[src/rtl/bridge_defines.svh]
// Bridge width and window count macros
`ifndef BRIDGE_DEFINES_SVH
`define BRIDGE_DEFINES_SVH

// Request address width in bits
`define BRIDGE_ADDR_W 32

// Read and write data width in bits
`define BRIDGE_DATA_W 32

// Number of software programmable remap windows
`define BRIDGE_NUM_WINDOWS 4

`endif

[src/rtl/bridge_txn_pkg.sv]
// Address, data, request and response types of the bridge ports
`default_nettype none

`include "bridge_defines.svh"

package bridge_txn_pkg;

    typedef logic [`BRIDGE_ADDR_W-1:0]   addr_t;
    typedef logic [`BRIDGE_DATA_W-1:0]   data_t;
    typedef logic [`BRIDGE_DATA_W/8-1:0] strb_t;

    // Single beat request, strobes only matter for writes
    typedef struct packed {
        addr_t addr;
        logic  we;
        data_t wdata;
        strb_t strb;
    } bridge_req_t;

    // Response returned by the slave side
    typedef struct packed {
        data_t rdata;
        logic  err;
    } bridge_rsp_t;

endpackage

`default_nettype wire

[src/rtl/remap_map_pkg.sv]
// Remap window entry type and window index type
`default_nettype none

`include "bridge_defines.svh"

package remap_map_pkg;

    // Selects one entry of the window table
    typedef logic [$clog2(`BRIDGE_NUM_WINDOWS)-1:0] win_idx_t;

    // One remap window, base and limit are both inclusive
    typedef struct packed {
        logic                      en;
        logic [`BRIDGE_ADDR_W-1:0] base;
        logic [`BRIDGE_ADDR_W-1:0] limit;
        // Downstream address that base maps onto
        logic [`BRIDGE_ADDR_W-1:0] target;
    } window_t;

endpackage

`default_nettype wire

[src/rtl/addr_remap_bridge.sv]
// Address remapping bridge top with window table, remap pipeline and port slices
`timescale 1ns/1ns
`default_nettype none

`include "bridge_defines.svh"

module addr_remap_bridge (
    input  logic                    clk,
    input  logic                    rst_n,
    input  logic                    up_valid,
    output logic                    up_ready,
    input  bridge_txn_pkg::addr_t   up_addr,
    input  logic                    up_we,
    input  bridge_txn_pkg::data_t   up_wdata,
    input  bridge_txn_pkg::strb_t   up_strb,
    output logic                    dn_valid,
    input  logic                    dn_ready,
    output bridge_txn_pkg::addr_t   dn_addr,
    output logic                    dn_we,
    output bridge_txn_pkg::data_t   dn_wdata,
    output bridge_txn_pkg::strb_t   dn_strb,
    input  logic                    dn_rsp_valid,
    output logic                    dn_rsp_ready,
    input  bridge_txn_pkg::data_t   dn_rsp_rdata,
    input  logic                    dn_rsp_err,
    output logic                    up_rsp_valid,
    input  logic                    up_rsp_ready,
    output bridge_txn_pkg::data_t   up_rsp_rdata,
    output logic                    up_rsp_err,
    input  logic                    cfg_we,
    input  remap_map_pkg::win_idx_t cfg_idx,
    input  bridge_txn_pkg::addr_t   cfg_base,
    input  bridge_txn_pkg::addr_t   cfg_limit,
    input  bridge_txn_pkg::addr_t   cfg_target,
    input  logic                    cfg_en,
    output logic                    fault_valid,
    output bridge_txn_pkg::addr_t   fault_addr,
    output logic [7:0]              fault_count,
    input  logic                    fault_clr
);
    import bridge_txn_pkg::*;
    import remap_map_pkg::*;

    window_t     windows [`BRIDGE_NUM_WINDOWS];
    bridge_req_t up_req;
    bridge_req_t pipe_req;
    bridge_req_t dn_req;
    bridge_rsp_t dn_rsp;
    bridge_rsp_t up_rsp;
    logic        pipe_valid;
    logic        pipe_ready;

    assign up_req   = '{addr: up_addr, we: up_we, wdata: up_wdata, strb: up_strb};
    assign dn_addr  = dn_req.addr;
    assign dn_we    = dn_req.we;
    assign dn_wdata = dn_req.wdata;
    assign dn_strb  = dn_req.strb;

    assign dn_rsp       = '{rdata: dn_rsp_rdata, err: dn_rsp_err};
    assign up_rsp_rdata = up_rsp.rdata;
    assign up_rsp_err   = up_rsp.err;

    remap_window_table remap_window_table_i (
        .clk, .rst_n, .cfg_we, .cfg_idx, .cfg_base, .cfg_limit, .cfg_target, .cfg_en,
        .windows
    );

    addr_remap_pipe addr_remap_pipe_i (
        .clk, .rst_n,
        .in_valid (up_valid), .in_ready (up_ready), .in_req (up_req),
        .windows,
        .out_valid (pipe_valid), .out_ready (pipe_ready), .out_req (pipe_req),
        .fault_clr, .fault_valid, .fault_addr, .fault_count
    );

    // Request side toward the slave
    pipe_slice #(.payload_t(bridge_req_t)) req_slice (
        .clk, .rst_n,
        .in_valid (pipe_valid), .in_ready (pipe_ready), .in_data (pipe_req),
        .out_valid (dn_valid), .out_ready (dn_ready), .out_data (dn_req)
    );

    // Responses pass back unchanged
    pipe_slice #(.payload_t(bridge_rsp_t)) rsp_slice (
        .clk, .rst_n,
        .in_valid (dn_rsp_valid), .in_ready (dn_rsp_ready), .in_data (dn_rsp),
        .out_valid (up_rsp_valid), .out_ready (up_rsp_ready), .out_data (up_rsp)
    );

endmodule

`default_nettype wire

[src/rtl/addr_remap_pipe.sv]
// Two-stage window match and address translation pipeline with fault capture
`timescale 1ns/1ns
`default_nettype none

`include "bridge_defines.svh"

module addr_remap_pipe (
    input  logic                         clk,
    input  logic                         rst_n,
    input  logic                         in_valid,
    output logic                         in_ready,
    input  bridge_txn_pkg::bridge_req_t  in_req,
    input  remap_map_pkg::window_t       windows [`BRIDGE_NUM_WINDOWS],
    output logic                         out_valid,
    input  logic                         out_ready,
    output bridge_txn_pkg::bridge_req_t  out_req,
    input  logic                         fault_clr,
    output logic                         fault_valid,
    output bridge_txn_pkg::addr_t        fault_addr,
    output logic [7:0]                   fault_count
);
    import bridge_txn_pkg::*;
    import remap_map_pkg::*;

    // Combinational match of the incoming address
    logic        m_hit;
    win_idx_t    m_idx;
    addr_t       m_offset;

    logic        s1_valid;
    bridge_req_t s1_req;
    addr_t       s1_offset;
    win_idx_t    s1_idx;
    logic        s1_hit;

    logic        s2_valid;
    bridge_req_t s2_req;
    logic        s2_hit;

    logic        s2_free;
    logic        s1_move;
    logic        miss_in;

    // Scan downwards so the lowest matching index is left standing
    always_comb begin
        m_hit    = 1'b0;
        m_idx    = '0;
        m_offset = '0;
        for (int i = `BRIDGE_NUM_WINDOWS - 1; i >= 0; i--) begin
            if (windows[i].en && in_req.addr >= windows[i].base &&
                in_req.addr <= windows[i].limit) begin
                m_hit    = 1'b1;
                m_idx    = win_idx_t'(i);
                m_offset = in_req.addr - windows[i].base;
            end
        end
    end

    // A miss in stage 2 retires on its own, a hit waits for out_ready
    assign s2_free  = !s2_valid || !s2_hit || out_ready;
    assign s1_move  = s1_valid && s2_free;
    assign in_ready = !s1_valid || s2_free;
    assign miss_in  = s1_move && !s1_hit;

    assign out_valid = s2_valid && s2_hit;
    assign out_req   = s2_req;

    always_ff @(posedge clk) begin
        if (rst_n) begin
            s1_valid <= 1'b0;
            s2_valid <= 1'b0;
        end else begin
            if (in_ready) s1_valid <= in_valid;
            if (s2_free)  s2_valid <= s1_valid;
        end
    end

    // Stage 1 keeps the offset from the window base
    always_ff @(posedge clk) begin
        if (in_valid && in_ready) begin
            s1_req    <= in_req;
            s1_offset <= m_offset;
            s1_idx    <= m_idx;
            s1_hit    <= m_hit;
        end
    end

    // Stage 2 adds the target of the window picked in stage 1
    always_ff @(posedge clk) begin
        if (s1_move) begin
            s2_req      <= s1_req;
            s2_req.addr <= s1_offset + windows[s1_idx].target;
            s2_hit      <= s1_hit;
        end
    end

    // Sticky fault, clear wins over a new miss
    always_ff @(posedge clk) begin
        if (rst_n) begin
            fault_valid <= 1'b0;
            fault_count <= 8'd0;
        end else if (fault_clr) begin
            fault_valid <= 1'b0;
            fault_count <= 8'd0;
        end else if (miss_in) begin
            fault_valid <= 1'b1;
            if (fault_count != 8'hFF) fault_count <= fault_count + 8'd1;
        end
    end

    always_ff @(posedge clk) begin
        if (miss_in && !fault_valid) fault_addr <= s1_req.addr;
    end

    a_out_stable: assert property (
        @(posedge clk) disable iff (rst_n)
        out_valid && !out_ready |=> out_valid && $stable(out_req)
    );

    // An item headed for forwarding really lies inside its enabled window
    a_forward_hits: assert property (
        @(posedge clk) disable iff (rst_n)
        s1_move && s1_hit |->
            windows[s1_idx].en &&
            s1_offset <= windows[s1_idx].limit - windows[s1_idx].base
    );

endmodule

`default_nettype wire

[src/rtl/pipe_slice.sv]
// Full-throughput valid/ready register slice with a skid entry
`timescale 1ns/1ns
`default_nettype none

module pipe_slice #(
    parameter type payload_t = logic
) (
    input  logic     clk,
    input  logic     rst_n,
    input  logic     in_valid,
    output logic     in_ready,
    input  payload_t in_data,
    output logic     out_valid,
    input  logic     out_ready,
    output payload_t out_data
);
    logic     main_valid;
    payload_t main_data;
    logic     skid_valid;
    payload_t skid_data;

    logic     in_fire;
    logic     main_free;

    // Ready comes straight from a flop
    assign in_ready  = !skid_valid;
    assign in_fire   = in_valid && in_ready;
    assign main_free = !main_valid || out_ready;

    assign out_valid = main_valid;
    assign out_data  = main_data;

    always_ff @(posedge clk) begin
        if (rst_n) begin
            main_valid <= 1'b0;
            skid_valid <= 1'b0;
        end else if (main_free) begin
            // Skid drains first, input is blocked meanwhile
            main_valid <= skid_valid || in_fire;
            skid_valid <= 1'b0;
        end else if (in_fire) begin
            skid_valid <= 1'b1;
        end
    end

    always_ff @(posedge clk) begin
        if (main_free) begin
            main_data <= skid_valid ? skid_data : in_data;
        end
        if (!main_free && in_fire) begin
            skid_data <= in_data;
        end
    end

    // With the skid entry full an offered item has to wait upstream unchanged
    a_skid_hold: assert property (
        @(posedge clk) disable iff (rst_n)
        in_valid && skid_valid |=> in_valid && $stable(in_data)
    );

endmodule

`default_nettype wire

[src/rtl/remap_window_table.sv]
// Register table of remap windows written through the configuration strobe
`timescale 1ns/1ns
`default_nettype none

`include "bridge_defines.svh"

module remap_window_table (
    input  logic                     clk,
    input  logic                     rst_n,
    input  logic                     cfg_we,
    input  remap_map_pkg::win_idx_t  cfg_idx,
    input  bridge_txn_pkg::addr_t    cfg_base,
    input  bridge_txn_pkg::addr_t    cfg_limit,
    input  bridge_txn_pkg::addr_t    cfg_target,
    input  logic                     cfg_en,
    output remap_map_pkg::window_t   windows [`BRIDGE_NUM_WINDOWS]
);
    import bridge_txn_pkg::*;

    logic  en_q     [`BRIDGE_NUM_WINDOWS];
    addr_t base_q   [`BRIDGE_NUM_WINDOWS];
    addr_t limit_q  [`BRIDGE_NUM_WINDOWS];
    addr_t target_q [`BRIDGE_NUM_WINDOWS];

    // Enables come up cleared so nothing is forwarded before setup
    always_ff @(posedge clk) begin
        if (rst_n) begin
            for (int i = 0; i < `BRIDGE_NUM_WINDOWS; i++) begin
                en_q[i] <= 1'b0;
            end
        end else if (cfg_we) begin
            en_q[cfg_idx] <= cfg_en;
        end
    end

    // Address fields of the addressed entry
    always_ff @(posedge clk) begin
        if (cfg_we) begin
            base_q[cfg_idx]   <= cfg_base;
            limit_q[cfg_idx]  <= cfg_limit;
            target_q[cfg_idx] <= cfg_target;
        end
    end

    always_comb begin
        for (int i = 0; i < `BRIDGE_NUM_WINDOWS; i++) begin
            windows[i].en     = en_q[i];
            windows[i].base   = base_q[i];
            windows[i].limit  = limit_q[i];
            windows[i].target = target_q[i];
        end
    end

    // An enabled window that was just written must cover a real range
    a_enabled_range: assert property (
        @(posedge clk) disable iff (rst_n)
        cfg_we && cfg_en |=>
            windows[$past(cfg_idx)].limit >= windows[$past(cfg_idx)].base
    );

endmodule

`default_nettype wire

[config.mk]
export PLATFORM = sky130hd
export DESIGN_NAME = addr_remap_bridge
export DESIGN_NICKNAME = d
export VERILOG_FILES = /design/src/rtl/bridge_txn_pkg.sv /design/src/rtl/remap_map_pkg.sv /design/src/rtl/addr_remap_bridge.sv /design/src/rtl/addr_remap_pipe.sv /design/src/rtl/pipe_slice.sv /design/src/rtl/remap_window_table.sv
export VERILOG_INCLUDE_DIRS = /design/src /design/src/rtl
export SDC_FILE = /design/constraint.sdc
export NUM_CORES = 1
export LEC_CHECK = 0
export BUFFER_PORTS_ARGS = -buffer_cell sky130_fd_sc_hd__buf_2
export CORE_UTILIZATION = 40
export CTS_CLUSTER_DIAMETER = 30
export DETAILED_ROUTE_END_ITERATION = 10
export PLACE_DENSITY = 0.54
export SYNTH_ARGS = -nofsm -noshare
export SYNTH_HDL_FRONTEND = slang
export SYNTH_HIERARCHICAL = 1
export SYNTH_SLANG_ARGS = --single-unit
[constraint.sdc]
create_clock -name clk -period 16.06 [get_ports clk]
set_input_delay 3.212 -clock clk [delete_from_list [all_inputs] [get_ports clk]]
set_output_delay 3.212 -clock clk [all_outputs]
set_load 0.05 [all_outputs]
Word-level counts from Yosys, hierarchy flattened. Memories as Yosys holds them, arrays and structs flattened. Cells that the tools add are included.

Equality and inequality tests: 1. Bitwise operators: 1. Reductions and logical operators: 42. $lt $le $gt $ge: 9. Add/subtract/negate cells: 6. Mux-type cells: 22.

Operators with widths (number): $bmux 97 s2 (1); $mux 32 (6); $ge 32x32->1 (4); $le 32x32->1 (4); $sub 32x32->32 (4); $mux 69 (1); $mux 33 (1); $add 32x32->32 (1); $logic_and 1x1->1 (17); $logic_not 1->1 (11); $mux 1 (10); $add 8x1->8 const B (1); $ne 8x8->1 const B (1); $reduce_or 2->1 (4); $logic_or 1x1->1 (7); $mux 2 (3); $ge 3x3->1 const B (1); $not 2->3 (1); $reduce_or 3->1 (1); $reduce_and 2->1 (1); $reduce_or 1->1 (1).

Memories kept: 4. Memory bits (writable): 388. Flip-flop bits (word level): 425.

Memory list: remap_window_table_i.base_q (depth 4, bits a word 32, rd ports 4, clocked after Yosys merged registers in 0, write ports 1, line remap_window_table.sv:21) `` addr_t base_q [`BRIDGE_NUM_WINDOWS]; ``; remap_window_table_i.limit_q (depth 4, bits a word 32, rd ports 4, clocked after Yosys merged registers in 0, write ports 1, line remap_window_table.sv:22) `` addr_t limit_q [`BRIDGE_NUM_WINDOWS]; ``; remap_window_table_i.target_q (depth 4, bits a word 32, rd ports 4, clocked after Yosys merged registers in 0, write ports 1, line remap_window_table.sv:23) `` addr_t target_q [`BRIDGE_NUM_WINDOWS]; ``; remap_window_table_i.en_q (depth 4, bits a word 1, rd ports 4, clocked after Yosys merged registers in 0, write ports 4, line remap_window_table.sv:20) `` logic en_q [`BRIDGE_NUM_WINDOWS]; ``.

Longest topological paths before layout. Gate-level depths: netlist of run 1. An unclocked memory read counts as a cell.

Depth after elaboration: 8. Mapped depth: 16.

By module. The synthesis of run 1 kept the hierarchy.

By module, submodules not included: addr_remap_pipe (instances 1, area each 20136.8 µm², cells an instance 2173); remap_window_table (instances 1, area each 11770.0 µm², cells an instance 405); pipe_slice (req_slice) (instances 1, area each 5395.2 µm², cells an instance 223); pipe_slice (rsp_slice) (instances 1, area each 2592.5 µm², cells an instance 111).

Worst setup path after synthesis of run 1. No wires, ideal clock.

Path type: input-to-reg. From: input cfg_idx[0]. To: memory remap_window_table_i.en_q[0] (enable). Data arrival time: 10982 ps. Slack: 4751 ps. Stages on the path: 2. Buffers on the path: 0. Required time: 15733 ps. Library setup time: 327 ps. Cell sequence: nor3b_1 -> or2_2.

RTL lines: start: declaration (line addr_remap_bridge.sv:31) `input remap_map_pkg::win_idx_t cfg_idx,`; end: declaration (line remap_window_table.sv:20).

Final worst setup path of run 1.
From: input up_addr[0]. To: register addr_remap_pipe_i.s1_offset[30], data pin.

Cells in the longest elaborated chain, start to end: 7.

Ends and longest elaborated chain: start: declaration (line addr_remap_bridge.sv:12) `input bridge_txn_pkg::addr_t up_addr,`; $ge 32x32->1 (line addr_remap_pipe.sv:50) `if (windows[i].en && in_req.addr >= windows[i].base &&`; $logic_and 1x1->1 (2 in series) (line addr_remap_pipe.sv:50); $mux 32 (3 in series) (line addr_remap_pipe.sv:50); $mux 32 * (line addr_remap_pipe.sv:50); net addr_remap_pipe_i.m_offset[30] (line addr_remap_pipe.sv:28) `addr_t m_offset;`; end signal: assignment (line addr_remap_pipe.sv:82) `s1_offset <= m_offset;`; end: declaration (line addr_remap_pipe.sv:32) `addr_t s1_offset;`.

The timed path passes the listed nets; every way through them passes the cells marked *. A chain may end at the register's enable or synchronous reset.

==> qor.yml, run 1 <==
finish:
  nNetsFinal: 3908
  area_growth_pct: 23.93
  stdcell_count: 4848
  num-fill-cells: 8429
  postLayoutCellArea_um2: 49440
  drive_above_1_share_pct: 23.86
synthesis:
  synth_ff_type: "edfxtp_1"
  synth_top_area_share_pct: 60.07
  synth_area_leaders: "edfxtp_1 (60%), ha_1 (9.0%), mux2_4 (3.5%)"
  yosys.area.top_type: "edfxtp_1"
  synth_top_family_by_area: "compound AO/OA/AOI/OAI gates"
  avgSynthCellArea_um2: 13.70
  ys_types: 96
  synth_edf_count: 798
  synth_compound_area_share_pct: 10.59
  ys_warn_count: 6
  muxShareOfSynthArea_pct: 5.871
  netlist_instances: 2912
  yosysSeqAreaShare_pct: 60.82
  async_flop_share_pct: 0
  syn_area_um2: 39890
  syn_nets: 3414
  synth-xor-area-share_pct: 3.227
  synth_common_cells: "edfxtp_1 (798), inv_1 (312), ha_1 (288), a21oi_1 (189), nand2_1 (126)"
  synth_seq_cells: 813
  yosys.area_share.adder_pct: 9.283
  yosysMostFrequentCell: "edfxtp_1"
  synth_simple_gate_area_share_pct: 6.084
drt:
  vias: 25400
  wl_met2_um: 51170
  wl_met3_um: 5682
  route.detailed.drc: 0
  top_layer: "met5"
  drtPass1Iterations: 5
  viasPerCell: 5.239
  wirelength_um: 106900
  wl_per_cell_um: 22.05
  ant_nets: 0
  wl_met1_um: 46340
  drt_iter0_drc: 1667
cts:
  cts_setup_buffers: 0
  cts_buffers: 182
  h-tree-depth: 4
  clk-insertion-delay-late_ns: 0.78
  cts.sinks: 813
  postCtsHoldBufs: 0
  cts_tree: "done"
  clkSlewWorstSetupHoldPaths_ns: 0.05
  root_buffer: "clkbuf_16"
  clockBufferDepth: 3
  cts_resized: 0
sta:
  whs_ns: 0.3988
  fmax_mhz: 152.2
  slew_viol_final: 0
  hold_viol_final: 0
  max_slew_margin_pct: 22.37
  setup_viol: 0
  fin_skew_ns: 0.04397
  rsz0062_at_grt: "no"
  setup_tns_ns: 0
  worstMarginPinSlew_ns: 1.135
  post-route-period-util_pct: 40.91
  fin_crit_ns: 6.570
power_and_ir_drop:
  power.leakage_nw: 20.12
  power_density_nw_per_um2: 143.5
  ir_worst_vdd_v: 0.00009747
  p_total_mw: 7.096
floorplan:
  fp.coreArea_um2: 98560
  rows: 115
  io_pins: 356
  die_h_um: 317.8
  die_x_um: 317.8
  initial_core_util_pct: 40.48
  fp.dieArea_um2: 101000
critical_path:
  cp-end-kind: "flip-flop"
  required_ns: 16.54
  cp_max_fo: 55
  critPathKind: "in2reg"
  cp_data_arrival_time_ns: 7.05
  startpoint_type: "primary input"
grt:
  grt_max_degree: 73
  grt_usage_pct: 20.99
  first_global_vias: 26520
  grt_pass1_wl_um: 159800
  grt_overflow: 0
  antenna_found_initial: 28
worst_hold_path:
  hold_path_class: "reg2reg"
place:
  io_buffers: 355
  placed_area_um2: 43050
  place.gp.congestion: 0.9370
  dp.cells: 4509
  dp_hpwl_um: 77720
flow_run:
  drv_cap: 0
status:
  status: "complete, no violations"
-- final cells by class --
type	count	area (um2)	area share [%]
Sequential cell	813	24270	49.08
Multi-Input combinational cell	1720	14060	28.43
Clock buffer	208	4662	9.429
Timing Repair Buffer	376	1934	3.912
Clock inverter	129	1729	3.497
Tap cell	1287	1610	3.257
Inverter	313	1175	2.376
Antenna cell	2	5.005	0.01012
-- placed cells by master, fill, tap and decap left out, types with 32 or more instances in the layout --
cell type  Yosys  final
edfxtp_1     798    798
buf_2         12    355
inv_1        312    312
ha_1         288    288
a21oi_1      189    189
clkbuf_16      0    182
nand2_1      126    126
nor2_1       121    120
o21ai_0      117    117
mux2_4        94     94
a21o_1        91     91
xnor2_1       81     81
xor2_1        66     66
nand3_1       55     55
nand4_1       51     51
mux4_2        32     32
-- metrics by stage --
step / utilization, % / worst slack (ns)
detailed placement: 43.67 / 8.769
floorplan: - / 4.751
finish: 50.16 / 9.490
CTS: 50.16 / 9.594
global route: 50.16 / 9.411
global placement: 43.67 / 8.876
-- logic make-up after synthesis --
family | Yosys count
fa+ha+maj | 293
flops | 813
xor+xnor | 147
mux | 146
simple gates | 494
compound gates | 640
buf+inv | 379
-- metal layers --
metal / vias up / track usage [%]
met4: 26 / 8.781
met5: - / 0
met3: 242 / 4.439
met1: 12280 / 26.45
li1: 12050 / -
met2: 800 / 34.97
-- where the power goes --
part           internal, mW  switching (mW)
Clock                  2.53            1.22
Sequential             2.48          0.0372
Combinational         0.291           0.538
-- state kept, by name, indices dropped and copies added (netlist names), 2 cells and up --
signal and cells:
remap_window_table_i/base_q 128, req_slice/skid_data 69, addr_remap_pipe_i/fault_addr 32, addr_remap_pipe_i/out_req 69, rsp_slice/out_data 33, remap_window_table_i/target_q 128
addr_remap_pipe_i/s1_req 69, remap_window_table_i/en_q 4, addr_remap_pipe_i/s1_offset 32, addr_remap_pipe_i/s1_idx 2, rsp_slice/skid_data 33, req_slice/out_data 69
remap_window_table_i/limit_q 128, addr_remap_pipe_i/fault_count 8
-- worst paths after layout --
path,startpoint,endpoint,slack (ns),cells past startpoint
worst max-delay path,up_addr[0],addr_remap_pipe_i/s1_offset[30]$_DFFE_PP_,9.49,15
worst min-delay path,addr_remap_pipe_i/s1_req[44]$_DFFE_PP_,addr_remap_pipe_i/fault_addr[7]$_DFFE_PP_,0.40,0
worst max register to register,addr_remap_pipe_i/s1_idx[0]$_SDFFCE_PP0P_,addr_remap_pipe_i/out_req[67]$_DFFE_PP_,11.61,13
worst min register to register,addr_remap_pipe_i/s1_req[44]$_DFFE_PP_,addr_remap_pipe_i/fault_addr[7]$_DFFE_PP_,0.40,0
-- worst max-delay path, stage by stage --
cell	delay, ns
buf_2	0.11
inv_1	0.37
ha_1	0.29
fa_1	0.23
nor2b_1	0.06
o21ai_0	0.14
nand2b_1	0.13
a221oi_2	0.68
o221ai_2	0.32
a211o_1	0.35
o211a_2	0.13
buf_4	0.30
nor2_2	0.36
o221a_1	0.28
a221oi_2	0.05
No activity file was read; power rests on OpenSTA's default activity.
==> run 2: changes to the inputs <==
--- a/config.mk
+++ b/config.mk
@@ -10,7 +10,7 @@
 export CORE_UTILIZATION = 40
 export CTS_CLUSTER_DIAMETER = 30
 export DETAILED_ROUTE_END_ITERATION = 10
-export PLACE_DENSITY = 0.54
+export PLACE_DENSITY = 0.56
 export SYNTH_ARGS = -nofsm -noshare
 export SYNTH_HDL_FRONTEND = slang
 export SYNTH_HIERARCHICAL = 1
==> constraint.sdc (replaced) <==
create_clock -name clk -period 5.42 [get_ports clk]
set_input_delay 1.084 -clock clk [delete_from_list [all_inputs] [get_ports clk]]
set_output_delay 1.084 -clock clk [all_outputs]
set_load 0.05 [all_outputs]
==> run 2 against run 1 <==
Clock power grew to 3.0 times the previous value. Worst setup slack worse by 8.3 ns. Sequential power grew to 3.0 times the previous value. Count of clock-buffer cells in the layout is 7 lower. Die area stayed put. Sequential share of layout area is 0.23 points lower. Worst hold slack worse by 0.017 ns. Via count is 0.60% lower. Combinational power grew to 2.9 times the previous value. Flip-flop and latch count stayed put. Final cell count is 0.45% higher.
==> qor.yml, run 2 (synthesis results as in run 1) <==
drt:
  wl_per_cell_um: 20.74
  ant_nets: 0
  route.detailed.drc: 0
  wirelength_um: 101000
  drtPass1Iterations: 5
  vias: 25250
  drt_iter0_drc: 1590
  viasPerCell: 5.184
critical_path:
  critPathKind: "reg2reg"
  crit_chain: "buf_4, buf_4, mux4_2, ha_1, nand2_1, nand2b_1, a21o_1, a21oi_1, o21ai_0, a21oi_1, o211a_1, o311ai_0, a21oi_1, xnor2_1"
  required_ns: 5.94
  cp_max_fo: 12
  startpoint_type: "flip-flop"
  cpMostUsedCell: "a21oi_1"
  cpPeakStageDelay_ns: 0.76
  crit_slowest_cell: "edfxtp_1"
  cp_top_family: "compound AO/OA/AOI/OAI gates"
  critPathBufInv: 2
  cp-end-kind: "flip-flop"
  cp_data_arrival_time_ns: 4.74
sta:
  max_slew_margin_pct: 27.47
  setup_tns_ns: 0
  fmax_mhz: 237.0
  fin_crit_ns: 4.219
  worstMarginPinSlew_ns: 1.088
  rsz0062_at_grt: "no"
  fin_skew_ns: 0.04204
  setup_viol: 0
  hold_viol_final: 0
  post-route-period-util_pct: 77.84
  slew_viol_final: 0
finish:
  postLayoutCellArea_um2: 49680
  drive_above_1_share_pct: 24.30
  final_cell_mix: "edfxtp_1 (798), buf_2 (355), inv_1 (312)"
  top_regs: "remap_window_table_i/base_q: 128 flops, remap_window_table_i/limit_q: 128 flops, remap_window_table_i/target_q: 128 flops"
  stdcell_count: 4870
  multi_input_area_um2: 14060
  num-fill-cells: 8499
  nNetsFinal: 3925
  layout_commonest_cell: "edfxtp_1"
  area_growth_pct: 24.53
  fin_util_pct: 50.40
  regArea_um2: 24270
floorplan:
  fp.dieArea_um2: 101000
  fp.coreArea_um2: 98560
  rows: 115
  io_pins: 356
  initial_core_util_pct: 40.48
  die_x_um: 317.8
  die_h_um: 317.8
cts:
  cts.sinks: 813
  clockBufferDepth: 3
  h-tree-depth: 4
  cts_buffers: 181
  root_buffer: "clkbuf_16"
  cts_resized: 0
  clk-insertion-delay-late_ns: 0.78
  cts_tree: "done"
  cts_setup_buffers: 0
  clkSlewWorstSetupHoldPaths_ns: 0.05
  postCtsHoldBufs: 0
power_and_ir_drop:
  p_total_mw: 21.03
  power.leakage_nw: 20.22
  ir_worst_vdd_v: 0.0002775
  power_density_nw_per_um2: 423.3
place:
  dp_hpwl_um: 73670
  placed_area_um2: 43250
  place.gp.congestion: 0.9088
  dp.cells: 4527
  io_buffers: 355
status:
  status: "complete, no violations"
grt:
  grt_usage_pct: 19.98
  grt_pass1_wl_um: 153100
  first_global_vias: 25650
  antenna_found_initial: 27
  grt_max_degree: 98
  grt_overflow: 0
worst_hold_path:
  hold_path_class: "reg2reg"
flow_run:
  drv_cap: 0
run 2: changes by cell type in the layout (fill, tap and decap cells not counted), sizes merged:
cell and delta:
clkbuf -7, inv +6, diode +1, clkinvlp +3, clkinv +1, buf +18
run 2: final cells by class:
class                   count  area share (%)
multi-input cells        1720           28.31
repair buffers            394           4.292
well taps                1287           3.241
clock inverters           139           3.659
clock buffers             201           9.268
flip-flops and latches    813           48.85
diodes                      3         0.01511
inverters                 313           2.365
run 2: layer usage:
metal	share of wire, %	vias up	track usage [%]	wire length (um)
met5	0.16	-	0	161
met4	2.2	24	6.677	2244
met3	5.7	189	4.305	5770
met1	43	12170	25.45	43810
li1	-	12090	-	-
met2	49	776	33.65	49040
run 2: report_power, final:
group | leakage [nW] | internal [mW] | switching [mW]
Sequential | 7.70 | 7.34 | 0.113
Combinational | 9.49 | 0.875 | 1.52
Clock | 3.03 | 7.49 | 3.70
run 2: final timing paths:
check | cells after the start | startpoint | endpoint | slack, ns
worst max register to register | 14 | addr_remap_pipe_i/s1_idx[0]$_SDFFCE_PP0P_ | addr_remap_pipe_i/out_req[68]$_DFFE_PP_ | 1.20
worst max-delay path | 14 | addr_remap_pipe_i/s1_idx[0]$_SDFFCE_PP0P_ | addr_remap_pipe_i/out_req[68]$_DFFE_PP_ | 1.20
worst min-delay path | 0 | addr_remap_pipe_i/s1_req[44]$_DFFE_PP_ | addr_remap_pipe_i/fault_addr[7]$_DFFE_PP_ | 0.38
worst min register to register | 0 | addr_remap_pipe_i/s1_req[44]$_DFFE_PP_ | addr_remap_pipe_i/fault_addr[7]$_DFFE_PP_ | 0.38
run 2: through the flow:
step,hold WS [ns],worst slack [ns]
floorplan,0.4003,-0.1688
global placement,0.4001,0.7326
detailed placement,0.4045,0.6819
CTS,0.3896,1.062
global route,0.3945,0.7872
finish,0.3819,1.201
